===== config.mk =====
export PLATFORM = sky130hd
export DESIGN_NAME = fog_loop_top
export DESIGN_NICKNAME = d
export VERILOG_FILES = /design/src/logic/fog_pkg.sv /design/src/logic/mod_square_gen.sv /design/src/logic/err_demod.sv /design/src/logic/fb_step_integ.sv /design/src/logic/phase_ramp_gen.sv /design/src/logic/fog_loop_top.sv
export VERILOG_INCLUDE_DIRS = /design/src /design/src/logic
export SDC_FILE = /design/constraint.sdc
export NUM_CORES = 1
export LEC_CHECK = 0
export BUFFER_PORTS_ARGS = -buffer_cell sky130_fd_sc_hd__buf_2
export CAP_MARGIN = 10
export CORE_ASPECT_RATIO = 1.1
export CORE_MARGIN = 2
export CORE_UTILIZATION = 40
export DETAILED_ROUTE_END_ITERATION = 12
export PLACE_DENSITY_LB_ADDON = 0.15
export SLEW_MARGIN = 15
export SYNTH_ARGS = -nofsm -noshare
export SYNTH_HDL_FRONTEND = slang
export SYNTH_HIERARCHICAL = 1
export SYNTH_SLANG_ARGS = --single-unit

===== constraint.sdc =====
create_clock -name CLOCK_DAC_1 -period 10.4 [get_ports CLOCK_DAC_1]
set_input_delay 0.52 -clock CLOCK_DAC_1 [delete_from_list [all_inputs] [get_ports CLOCK_DAC_1]]
set_output_delay 0.52 -clock CLOCK_DAC_1 [all_outputs]
set_load 0.005 [all_outputs]

===== src/logic/fog_defines.svh =====
`ifndef FOG_DEFINES_SVH
`define FOG_DEFINES_SVH

// adc sample width, adc assumed on CLOCK_DAC_1
`define FOG_ADC_W 14

// dac word width
`define FOG_DAC_W 16

// error, step and ramp words
`define FOG_WORD_W 32

// half-period and settling counters
`define FOG_CNT_W 16

// averaging select, 0..4 gives 1..16 samples
`define FOG_AVG_SEL_W 3

// integrator right-shift amount
`define FOG_GAIN_W 5

`endif


===== src/logic/fog_pkg.sv =====
`include "fog_defines.svh"

package fog_pkg;

	// which half of the square wave is active
	// high half comes first after reset
	typedef enum logic [0:0] {
		MOD_HIGH = 1'b0,
		MOD_LOW  = 1'b1
	} mod_phase_e;

	// demodulator sequencing within one half
	typedef enum logic [1:0] {
		ST_WAIT = 2'd0,
		ST_SUM  = 2'd1,
		ST_DONE = 2'd2
	} demod_state_e;

	// signed data words
	typedef logic signed [`FOG_ADC_W-1:0]  adc_t;
	typedef logic signed [`FOG_WORD_W-1:0] word_t;
	typedef logic signed [`FOG_DAC_W-1:0]  amp_t;

endpackage


===== src/logic/mod_square_gen.sv =====
`timescale 1ns/100ps
`include "fog_defines.svh"

module mod_square_gen
	import fog_pkg::*;
(
	input  logic                  CLOCK_DAC_1,
	input  logic                  i_arst_n,
	input  logic [`FOG_CNT_W-1:0] i_half_period,
	input  amp_t                  i_amp_high,
	input  amp_t                  i_amp_low,
	output mod_phase_e            o_phase,
	output amp_t                  o_mod_out,
	output logic                  o_mod_trig
);

	// cycles spent in the current half
	logic [`FOG_CNT_W-1:0] half_cnt;
	// last cycle of the half
	logic                  half_end;
	// phase for the coming cycle
	mod_phase_e            phase_nxt;

	// >= so a shortened half period takes effect at once
	assign half_end = (half_cnt >= i_half_period - 1'b1);

	always_comb begin
		phase_nxt = o_phase;
		// flip at end of each half
		if (half_end) begin
			phase_nxt = (o_phase == MOD_HIGH) ? MOD_LOW : MOD_HIGH;
		end
	end

	always_ff @(posedge CLOCK_DAC_1 or negedge i_arst_n) begin
		if (!i_arst_n) begin
			half_cnt   <= '0;
			o_phase    <= MOD_HIGH;
			o_mod_out  <= '0;
			o_mod_trig <= 1'b0;
		end else begin
			// wrap counter at half period
			if (half_end) begin
				half_cnt <= '0;
			end else begin
				half_cnt <= half_cnt + 1'b1;
			end
			o_phase <= phase_nxt;
			// one-cycle switch pulse, same edge as phase change
			o_mod_trig <= half_end;
			// amplitude follows the new phase
			if (phase_nxt == MOD_HIGH) begin
				o_mod_out <= i_amp_high;
			end else begin
				o_mod_out <= i_amp_low;
			end
		end
	end

endmodule


===== src/logic/err_demod.sv =====
`timescale 1ns/100ps
`include "fog_defines.svh"

module err_demod
	import fog_pkg::*;
(
	input  logic                      CLOCK_DAC_1,
	input  logic                      i_arst_n,
	input  adc_t                      i_adc,
	input  mod_phase_e                i_phase,
	input  logic                      i_mod_trig,
	input  logic [`FOG_CNT_W-1:0]     i_wait_cnt,
	input  logic [`FOG_AVG_SEL_W-1:0] i_avg_sel,
	input  logic                      i_polarity,
	input  word_t                     i_err_offset,
	output word_t                     o_err,
	output logic                      o_err_valid
);

	demod_state_e state;
	// settling counter
	logic [`FOG_CNT_W-1:0]     wait_cnt;
	// samples taken so far, up to 16
	logic [`FOG_AVG_SEL_W+1:0] samp_cnt;
	// window length, 1 << avg_sel
	logic [`FOG_AVG_SEL_W+1:0] win_len;
	logic                      win_last;
	// running sum and its next value
	word_t                     sum;
	word_t                     sum_nxt;
	// window average incl. current sample
	word_t                     avg;
	// stored average of the high half
	word_t                     high_avg;
	// high minus low, before polarity
	word_t                     diff;
	word_t                     err_nxt;

	assign win_len  = {{(`FOG_AVG_SEL_W+1){1'b0}}, 1'b1} << i_avg_sel;
	assign win_last = (samp_cnt == win_len - 1'b1);

	// sign-extend the sample into the accumulator
	assign sum_nxt = sum + word_t'(i_adc);
	// window is a power of two, shift instead of divide
	assign avg     = sum_nxt >>> i_avg_sel;

	// error is formed at the end of the low half
	assign diff    = high_avg - avg;
	assign err_nxt = (i_polarity ? -diff : diff) + i_err_offset;

	always_ff @(posedge CLOCK_DAC_1 or negedge i_arst_n) begin
		if (!i_arst_n) begin
			// first high half is measured like any other
			state       <= ST_WAIT;
			wait_cnt    <= '0;
			samp_cnt    <= '0;
			o_err       <= '0;
			o_err_valid <= 1'b0;
		end else begin
			o_err_valid <= 1'b0;
			if (i_mod_trig) begin
				// new half, start settling again
				state    <= ST_WAIT;
				wait_cnt <= '0;
				samp_cnt <= '0;
			end else begin
				case (state)
					ST_WAIT: begin
						// wait for the modulation step to settle
						if (wait_cnt >= i_wait_cnt) begin
							state    <= ST_SUM;
							samp_cnt <= '0;
						end else begin
							wait_cnt <= wait_cnt + 1'b1;
						end
					end
					ST_SUM: begin
						samp_cnt <= samp_cnt + 1'b1;
						if (win_last) begin
							state <= ST_DONE;
							// low half closes the period
							if (i_phase == MOD_LOW) begin
								o_err       <= err_nxt;
								o_err_valid <= 1'b1;
							end
						end
					end
					ST_DONE: begin
						// idle until next switch pulse
						state <= ST_DONE;
					end
					default: begin
						state <= ST_DONE;
					end
				endcase
			end
		end
	end

	// accumulator and high-half average
	always_ff @(posedge CLOCK_DAC_1) begin
		if (state == ST_WAIT) begin
			sum <= '0;
		end else if (state == ST_SUM) begin
			sum <= sum_nxt;
		end
		if (state == ST_SUM && win_last && !i_mod_trig && i_phase == MOD_HIGH) begin
			high_avg <= avg;
		end
	end

endmodule


===== src/logic/fb_step_integ.sv =====
`timescale 1ns/100ps
`include "fog_defines.svh"

module fb_step_integ
	import fog_pkg::*;
(
	input  logic                   CLOCK_DAC_1,
	input  logic                   i_arst_n,
	input  word_t                  i_err,
	input  logic                   i_err_valid,
	input  logic                   i_fb_on,
	input  logic [`FOG_GAIN_W-1:0] i_gain_sel,
	input  word_t                  i_const_step,
	output word_t                  o_step,
	output logic                   o_step_valid
);

	// error scaled by the loop gain
	word_t err_scaled;
	// integrated step, wraps at 32 bits
	word_t step_sum;

	// arithmetic shift keeps the sign of the error
	assign err_scaled = i_err >>> i_gain_sel;
	assign step_sum   = o_step + err_scaled;

	always_ff @(posedge CLOCK_DAC_1 or negedge i_arst_n) begin
		if (!i_arst_n) begin
			o_step       <= '0;
			o_step_valid <= 1'b0;
		end else begin
			// valid trails the error pulse by one cycle
			o_step_valid <= i_err_valid;
			if (i_err_valid) begin
				if (i_fb_on) begin
					// closed loop, integrate
					o_step <= step_sum;
				end else begin
					// open loop, fixed ramp rate
					o_step <= i_const_step;
				end
			end
		end
	end

endmodule


===== src/logic/phase_ramp_gen.sv =====
`timescale 1ns/100ps
`include "fog_defines.svh"

module phase_ramp_gen
	import fog_pkg::*;
(
	input  logic                  CLOCK_DAC_1,
	input  logic                  i_arst_n,
	input  word_t                 i_step,
	input  logic                  i_step_valid,
	input  amp_t                  i_mod,
	output logic [`FOG_DAC_W-1:0] o_dac
);

	// phase ramp accumulator, wraps at 32 bits
	word_t                 ramp;
	// top bits of the ramp go to the dac
	logic [`FOG_DAC_W-1:0] ramp_hi;
	logic [`FOG_DAC_W-1:0] dac_nxt;

	assign ramp_hi = ramp[`FOG_WORD_W-1 -: `FOG_DAC_W];
	// modulation rides on top of the ramp, 16-bit wrap
	assign dac_nxt = ramp_hi + $unsigned(i_mod);

	always_ff @(posedge CLOCK_DAC_1 or negedge i_arst_n) begin
		if (!i_arst_n) begin
			ramp <= '0;
		end else if (i_step_valid) begin
			// advance once per modulation period
			ramp <= ramp + i_step;
		end
	end

	// registered dac word
	// uses ramp and modulation of the previous cycle
	always_ff @(posedge CLOCK_DAC_1 or negedge i_arst_n) begin
		if (!i_arst_n) begin
			o_dac <= '0;
		end else begin
			o_dac <= dac_nxt;
		end
	end

endmodule


===== src/logic/fog_loop_top.sv =====
`timescale 1ns/100ps
`include "fog_defines.svh"

module fog_loop_top
	import fog_pkg::*;
(
	input  logic                      CLOCK_DAC_1,
	input  logic                      i_arst_n,
	input  adc_t                      i_adc,
	input  logic [`FOG_CNT_W-1:0]     i_half_period,
	input  amp_t                      i_amp_high,
	input  amp_t                      i_amp_low,
	input  logic [`FOG_CNT_W-1:0]     i_wait_cnt,
	input  logic [`FOG_AVG_SEL_W-1:0] i_avg_sel,
	input  logic                      i_polarity,
	input  word_t                     i_err_offset,
	input  logic                      i_fb_on,
	input  logic [`FOG_GAIN_W-1:0]    i_gain_sel,
	input  word_t                     i_const_step,
	output logic                      o_mod_trig,
	output word_t                     o_err,
	output logic                      o_err_valid,
	output word_t                     o_step,
	output logic [`FOG_DAC_W-1:0]     o_dac
);

	// modulation half seen by the demodulator
	mod_phase_e mod_phase;
	// modulation amplitude added to the ramp
	amp_t       mod_out;
	// step update strobe into the ramp
	logic       step_valid;

	// square-wave modulation
	mod_square_gen u_mod_square_gen (
		.CLOCK_DAC_1   (CLOCK_DAC_1),
		.i_arst_n      (i_arst_n),
		.i_half_period (i_half_period),
		.i_amp_high    (i_amp_high),
		.i_amp_low     (i_amp_low),
		.o_phase       (mod_phase),
		.o_mod_out     (mod_out),
		.o_mod_trig    (o_mod_trig)
	);

	// error demodulation, one error per period
	err_demod u_err_demod (
		.CLOCK_DAC_1  (CLOCK_DAC_1),
		.i_arst_n     (i_arst_n),
		.i_adc        (i_adc),
		.i_phase      (mod_phase),
		.i_mod_trig   (o_mod_trig),
		.i_wait_cnt   (i_wait_cnt),
		.i_avg_sel    (i_avg_sel),
		.i_polarity   (i_polarity),
		.i_err_offset (i_err_offset),
		.o_err        (o_err),
		.o_err_valid  (o_err_valid)
	);

	// feedback integrator
	fb_step_integ u_fb_step_integ (
		.CLOCK_DAC_1  (CLOCK_DAC_1),
		.i_arst_n     (i_arst_n),
		.i_err        (o_err),
		.i_err_valid  (o_err_valid),
		.i_fb_on      (i_fb_on),
		.i_gain_sel   (i_gain_sel),
		.i_const_step (i_const_step),
		.o_step       (o_step),
		.o_step_valid (step_valid)
	);

	// phase ramp and dac word
	phase_ramp_gen u_phase_ramp_gen (
		.CLOCK_DAC_1  (CLOCK_DAC_1),
		.i_arst_n     (i_arst_n),
		.i_step       (o_step),
		.i_step_valid (step_valid),
		.i_mod        (mod_out),
		.o_dac        (o_dac)
	);

endmodule


==> reports/metrics.csv, run 1 <==
stage,metric,value,unit
synthesis,Mean Syn Cell Area,8.44,µm²
placement,port buffer count,235,
finish,ANT cells,0,
grt,largest net degree at the start of global routing,107,
power_and_ir_drop,PwrDens,149,nW/µm²
floorplanning,Die Wd,235,µm
detailed_routing,vias,21100,
cts,H-tree Lvls,1,
timing,unrepaired setup endpoints after global routing,false,
detailed_routing,starting DRC count in detailed routing,1479,
finish,multi-input logic area,16600,µm²
placement,DP Area,25200,µm²
critical_path,CP startpoint kind,flop,
synthesis,Area contributors post-synth,"dfrtp_1 (18%), ha_1 (11%), xnor2_1 (5.2%)",
floorplanning,I/O pin cnt,236,
floorplanning,Die H,258,µm
critical_path,critical path capture point type,flop,
grt,most used routing layer,met2,
synthesis,Yosys top cell by area,dfrtp_1,
detailed_routing,DR vias/cell,5.67,
hold_path,Hold Crit Class,in2async,
floorplanning,number of placement rows,93,
critical_path,CP max stage cell,a2111oi_1,
cts,Clock Path Buffers,3,
timing,Final Max Tran Viols,0,
grt,GR Util met2,40.9,%
timing,Achievable Freq,106,MHz
detailed_routing,WL final,70700,µm
detailed_routing,Final ANT Viol Nets,0,
timing,relative slew slack,24.1,%
cts,hold_buf cts,0,
power_and_ir_drop,Leakage,12.2,nW
timing,slew of the pin with the lowest slew margin,1120,ps
power_and_ir_drop,peak supply drop,0.000144,V
synthesis,Post-Syn Area,23400,µm²
synthesis,dominant synthesized flop cell,dfrtp_1,
synthesis,Synth top area share,18.2,%
critical_path,"slowest stage delay, CP",630,ps
finish,Final nets,3305,
synthesis,asr flop ratio synth,72.8,%
power_and_ir_drop,Power Total,3.90,mW
cts,CTS tree,yes,
finish,Layout area overhead,11.7,%
cts,CTS Root Cell,clkbuf_16,
floorplanning,initial core utilization,40.2,%
finish,Fill cells,5737,
critical_path,CP arrival,9870,ps
floorplanning,die area,60600,µm²
synthesis,Syn Nets,3150,
detailed_routing,DRC errors left,0,
critical_path,Required @ worst endpoint,10840,ps
synthesis,Seq cells post-synth,235,
grt,GR Layer Usage met1,28.2,%
floorplanning,area of the core,58300,µm²
timing,final setup fails,0,
critical_path,Crit Path Category,reg2reg,
grt,GR Overflow Total,0,
synthesis,"Seq/Total Area, Yosys",25.1,%
finish,fin util,44.9,%
finish,design area,26200,µm²
timing,Setup TNS Final,0,ps
timing,Hold Fails Final Rpt,0,
cts,total setup buffers inserted after CTS,0,
critical_path,Crit path max-delay family,compound AO/OA/AOI/OAI gates,
placement,DP HPWL,55400,µm
detailed_routing,drt first pass iters,5,
grt,initial antenna violation count,1,
placement,Placer Congestion,0.942,
grt,GR Util met3,2.05,%
timing,Final Cycle Share,90.7,%
finish,layout cells sized above 1,16.6,%
status,outcome,"finished, final reports clean",
detailed_routing,drt wl/cell,19.0,µm
timing,Final min period,9430,ps
cts,Clock Sinks,235,
critical_path,maximum fanout along the worst path,8,
synthesis,Yosys cell types,129,
cts,clock-pin slew of the registers on the worst-case setup and hold paths,60,ps
critical_path,Bufs and invs on worst path,1,
timing,Hold WS,56.9,ps
grt,Tot GR Track Use,22.4,%
timing,clk_skew,13.8,ps
cts,Worst-Skew Late Latency,600,ps
cts,Inserted Clock Buffers,30,
grt,vias in the first global route,20400,
synthesis,number of flops mapped to enable cells by yosys,32,
job,Max Cap Viol,0,
grt,first-pass GRT wire length,111000,µm
synthesis,Synth warnings,6,
synthesis,Syn Inst Count,2779,
finish,register area,5880,µm²
[through the flow]
step           cells  setup WS, ps
2_1_floorplan   2779          1760
3_3_place_gp    3662           656
3_5_place_dp    3662           578
4_1_cts         3718           879
5_1_grt         3718          86.5
6_report        3718           971
[cell families (layout without fill, tap and decap cells)]
family | Yosys count | count (layout) | synth area share (%)
and+or+nand+nor | 904 | 904 | 18.9
AOI/OAI and AO/OA | 795 | 795 | 23.3
buffers and inverters | 245 | 424 | 4.19
DFF | 235 | 235 | 25.1
adders and majority gates | 220 | 220 | 11.9
xor gates and xnor gates | 211 | 211 | 7.91
muxes | 169 | 169 | 8.71
[where the power goes]
group	internal [mW]	switching, mW	leakage (nW)	total [mW]
Clock	0.631	0.444	0.502	1.07
Sequential	1.01	0.0786	2.69	1.08
Combinational	0.720	1.02	9.01	1.74
Total	2.36	1.54	12.2	3.90
[timing repair]
item,CTS,global route
resized for setup,0,1
endpoints found under the hold margin,0,0
setup endpoints to repair,0,1
[layout make-up]
class                   count  area share (%)
inverters                 119            1.70
well taps                 760            3.63
flip-flops and latches    235            22.5
clock inverters            12           0.468
multi-input cells        2299            63.4
clock buffers              44            3.46
repair buffers            249            4.91
[cells in the final DEF, fill, tap and decap left out, types with 8 or more instances in the layout]
cell type and n:
nand2b_1 41, a31oi_1 22, a21oi_1 226, nand4_1 45
nand3_1 60, nor2b_1 60, clkbuf_16 32, and2_1 15
mux4_2 21, mux2_2 60, o211ai_1 21, a22o_1 28
xnor2_1 139, and3_1 39, dfxtp_1 32, inv_1 114
o21a_1 21, a32o_1 15, nor3_1 38, a221oi_1 8
o211ai_2 16, o21bai_1 19, o21ai_0 166, mux2i_1 87
edfxtp_1 32, nand2_1 297, or3_1 16, dfrtp_1 168
nor2_1 213, buf_2 234, xor2_1 71, or2_2 14
a211oi_1 19, o21ai_1 14, a21o_1 84, o31ai_1 17
ha_1 211, a211o_1 11, buf_4 14
[path summary, 6_finish.rpt]
kind | startpoint | endpoint | slack (ps) | cells after the start
setup / recovery | u_err_demod/sum[0] | u_err_demod/o_err[30] | 970 | 35
hold / removal | i_arst_n | u_phase_ramp_gen/o_dac[1] | 60 | 1
setup reg to reg | u_err_demod/sum[0] | u_err_demod/o_err[30] | 970 | 35
hold reg to reg | u_err_demod/sum[0] | u_err_demod/sum[0] | 470 | 2
max in group asynchronous | i_arst_n | u_err_demod/o_err_valid | 8820 | 2
min in group CLOCK_DAC_1 | i_amp_low[8] | u_mod_square_gen/o_mod_out[8] | 220 | 3
[metal layers]
layer	vias to the layer above	wire (µm)
met2	446	35300
met3	96	2660
met4	0	1900
li1	10400	-
met1	10100	30900
met5	-	0
[registers in the layout, summed over array words and instances (netlist names)]
name / flops
u_err_demod/samp_cnt: 5
u_mod_square_gen/o_phase: 1
u_err_demod/sum: 32
u_mod_square_gen/half_cnt: 16
u_mod_square_gen/o_mod_out: 16
u_mod_square_gen/o_mod_trig: 1
u_phase_ramp_gen/o_dac: 16
u_err_demod/high_avg: 32
u_phase_ramp_gen/ramp: 32
u_fb_step_integ/o_step: 32
u_err_demod/wait_cnt: 16
u_err_demod/o_err: 32
u_fb_step_integ/o_step_valid: 1
u_err_demod/o_err_valid: 1
u_err_demod/state: 2
[synthesized netlist by cell type (61+ instances only)]
| library cell | number |
|---|---|
| nand3_1 | 61 |
| o21ai_0 | 166 |
| ha_1 | 211 |
| a21o_1 | 84 |
| a21oi_1 | 226 |
| nor2b_1 | 61 |
| xnor2_1 | 139 |
| inv_1 | 114 |
| clkbuf_1 | 87 |
| nand2_1 | 297 |
| nor2_1 | 214 |
| mux2i_1 | 87 |
| xor2_1 | 71 |
| dfrtp_1 | 171 |
No activity file was read; power rests on OpenSTA's default activity.
==> run 2, diff against run 1 <==
- CORE_ASPECT_RATIO: 1.1 -> 1.4
==> run 2 against run 1 <==
Effect of this change:
- core utilization fell by 0.095 points
- clock skew grew 7.1 ps
- setup slack worse by 100 ps
- non-clock buffer count is 6 higher
- design area is 0.15% lower
- routed wire length is 0.20% higher
- sequential share of layout area barely moved
- register-to-register slack worse by 100 ps
- global-route usage grew 0.45 points
- clock-buffer cell count decreased by 4
- worst hold slack improved by 160 ps
- critical path type unchanged
- largest cell class unchanged
- largest power group unchanged
==> reports/metrics.csv, run 2 (synthesis results as in run 1) <==
stage,metric,value,unit,change
status,outcome,"finished, final reports clean",,unchanged
floorplanning,number of placement rows,105,,was 93
timing,clk_skew,20.9,ps,was 13.8 ps
timing,Hold Fails Final Rpt,0,,unchanged
floorplanning,Die H,290,µm,was 258 µm
critical_path,RR Endpoint,u_err_demod/o_err[30],,unchanged
cts,clock-pin slew of the registers on the worst-case setup and hold paths,60,ps,about the same
finish,Final nets,3309,,was 3305
cts,Inserted Clock Buffers,28,,was 30
cts,H-tree Lvls,1,,unchanged
grt,GR Overflow Total,0,,unchanged
power_and_ir_drop,peak supply drop,0.0000869,V,was 0.000144 V
floorplanning,die area,60600,µm²,about the same
grt,first-pass GRT wire length,112000,µm,was 111000 µm
hold_path,start point of the worst hold path,i_const_step[15],,
floorplanning,initial core utilization,40.2,%,about the same
timing,unrepaired setup endpoints after global routing,false,,unchanged
detailed_routing,DRC errors left,0,,unchanged
grt,largest net degree at the start of global routing,68,,was 107
placement,Placer Congestion,0.913,,was 0.942
critical_path,worst setup path start,u_err_demod/sum[0],,unchanged
timing,relative slew slack,29.9,%,was 24.1%
cts,Worst-Skew Late Latency,580,ps,was 600 ps
timing,Hold WS,220,ps,was 56.9 ps
critical_path,R2R setup slack,870,ps,was 970 ps
power_and_ir_drop,PwrDens,146,nW/µm²,was 149 nW/µm²
critical_path,Required @ worst endpoint,10830,ps,was 10840 ps
cts,Clock Sinks,235,,unchanged
grt,vias in the first global route,20800,,was 20400
timing,Final Cycle Share,91.7,%,was 90.7%
floorplanning,I/O pin cnt,236,,unchanged
critical_path,CP startpoint kind,flop,,unchanged
detailed_routing,starting DRC count in detailed routing,974,,was 1479
detailed_routing,WL final,70900,µm,was 70700 µm
finish,Layout area overhead,11.6,%,was 11.7%
grt,initial antenna violation count,8,,was 1
cts,Clock Path Buffers,3,,unchanged
timing,final setup fails,0,,unchanged
job,Max Cap Viol,0,,unchanged
detailed_routing,drt wl/cell,19.1,µm,was 19.0 µm
critical_path,maximum fanout along the worst path,8,,unchanged
detailed_routing,DR vias/cell,5.63,,was 5.67
cts,CTS Root Cell,clkbuf_16,,unchanged
floorplanning,Die Wd,209,µm,was 235 µm
timing,Setup TNS Final,0,ps,unchanged
grt,Tot GR Track Use,22.9,%,was 22.4%
timing,Achievable Freq,105,MHz,was 106 MHz
critical_path,R2R Path Start,u_err_demod/sum[0],,unchanged
finish,"commonest non-fill, non-tap cells in the layout","nand2_1 (297), buf_2 (234), a21oi_1 (226), nor2_1 (213), ha_1 (211)",,unchanged
critical_path,critical path capture point type,flop,,unchanged
hold_path,Worst Hold Path Cells,3,,
finish,layout cells sized above 1,16.6,%,about the same
hold_path,Hold Crit Class,in2reg,,was in2async
timing,Final Max Tran Viols,0,,unchanged
placement,post-place setup slack,79.5,ps,was 578 ps
detailed_routing,vias,20900,,was 21100
placement,DP HPWL,56500,µm,was 55400 µm
critical_path,CP max stage cell,a2111oi_1,,unchanged
placement,port buffer count,235,,unchanged
critical_path,Crit Path Category,reg2reg,,unchanged
critical_path,CP arrival,9960,ps,was 9870 ps
critical_path,"slowest stage delay, CP",620,ps,was 630 ps
timing,Final min period,9530,ps,was 9430 ps
power_and_ir_drop,Leakage,12.2,nW,about the same
placement,DP Area,25200,µm²,about the same
finish,"most common cell after layout, fill and taps aside",nand2_1,,unchanged
critical_path,worst reg2reg path depth,34,,was 35
timing,setup ws final,867,ps,was 971 ps
detailed_routing,Final ANT Viol Nets,0,,unchanged
power_and_ir_drop,Power Total,3.81,mW,was 3.90 mW
cts,CTS tree,yes,,unchanged
hold_path,WHS Endpoint,u_fb_step_integ/o_step[15],,
finish,design area,26200,µm²,about the same
floorplanning,area of the core,58300,µm²,about the same
detailed_routing,drt first pass iters,5,,unchanged
timing,slew of the pin with the lowest slew margin,1040,ps,was 1120 ps
==> run 2: what timing repair did <==
action,in CTS,in global routing
hold endpoints to repair,56,0
hold buffers,1,0
gates resized for setup,0,3
setup endpoints to repair,0,6
setup buffers,0,0
==> run 2: per-layer routing <==
metal / vias up / wire [µm] / part of all wire, % / global-route usage [%]
li1: 10400 / - / - / -
met1: 9911 / 27500 / 39 / 25.0
met2: 398 / 37700 / 53 / 44.3
met3: 140 / 2460 / 3.5 / 2.47
met4: 8 / 3080 / 4.3 / 9.34
met5: - / 59 / 0.083 / 0
==> run 2: worst max-delay path by stage <==
stage                     depth (start not counted)                     to  slack (ps)
after floorplan                                  37  u_err_demod/o_err[30]        1760
after global placement                           35  u_err_demod/o_err[30]         340
after detailed placement                         35  u_err_demod/o_err[30]          80
after CTS                                        34  u_err_demod/o_err[30]         410
after global routing                             34  u_err_demod/o_err[30]         120
final                                            34  u_err_demod/o_err[30]         870
==> run 2: metrics by stage <==
stage	util [%]	instances
global placement	43.2	3656
detailed placement	43.2	3656
finish	44.8	3712
CTS	44.8	3709
floorplan	-	2779
global route	44.8	3710
==> run 2: power by group <==
group	total, mW	internal [mW]	switching, mW	leakage, nW
clock network	1.03	0.597	0.430	0.464
registers	1.08	1.01	0.0760	2.69
logic	1.70	0.723	0.979	9.04
==> run 2: layout make-up <==
class,instances,area (µm²)
antenna,3,7.51
clock buffer,40,817
clock inverter,12,131
fill,5799,32200
inverter,119,447
multi-input combinational,2299,16600
sequential,235,5880
tap,749,937
timing repair buffer,255,1340
==> run 2: critical path: cells and delay by family, from the launching register on <==
family,cells,cell delay [ps]
simple gates,5,620
flops,1,310
compound gates,20,5800
mux,2,360
fa+ha+maj,5,1950
xor+xnor,2,350
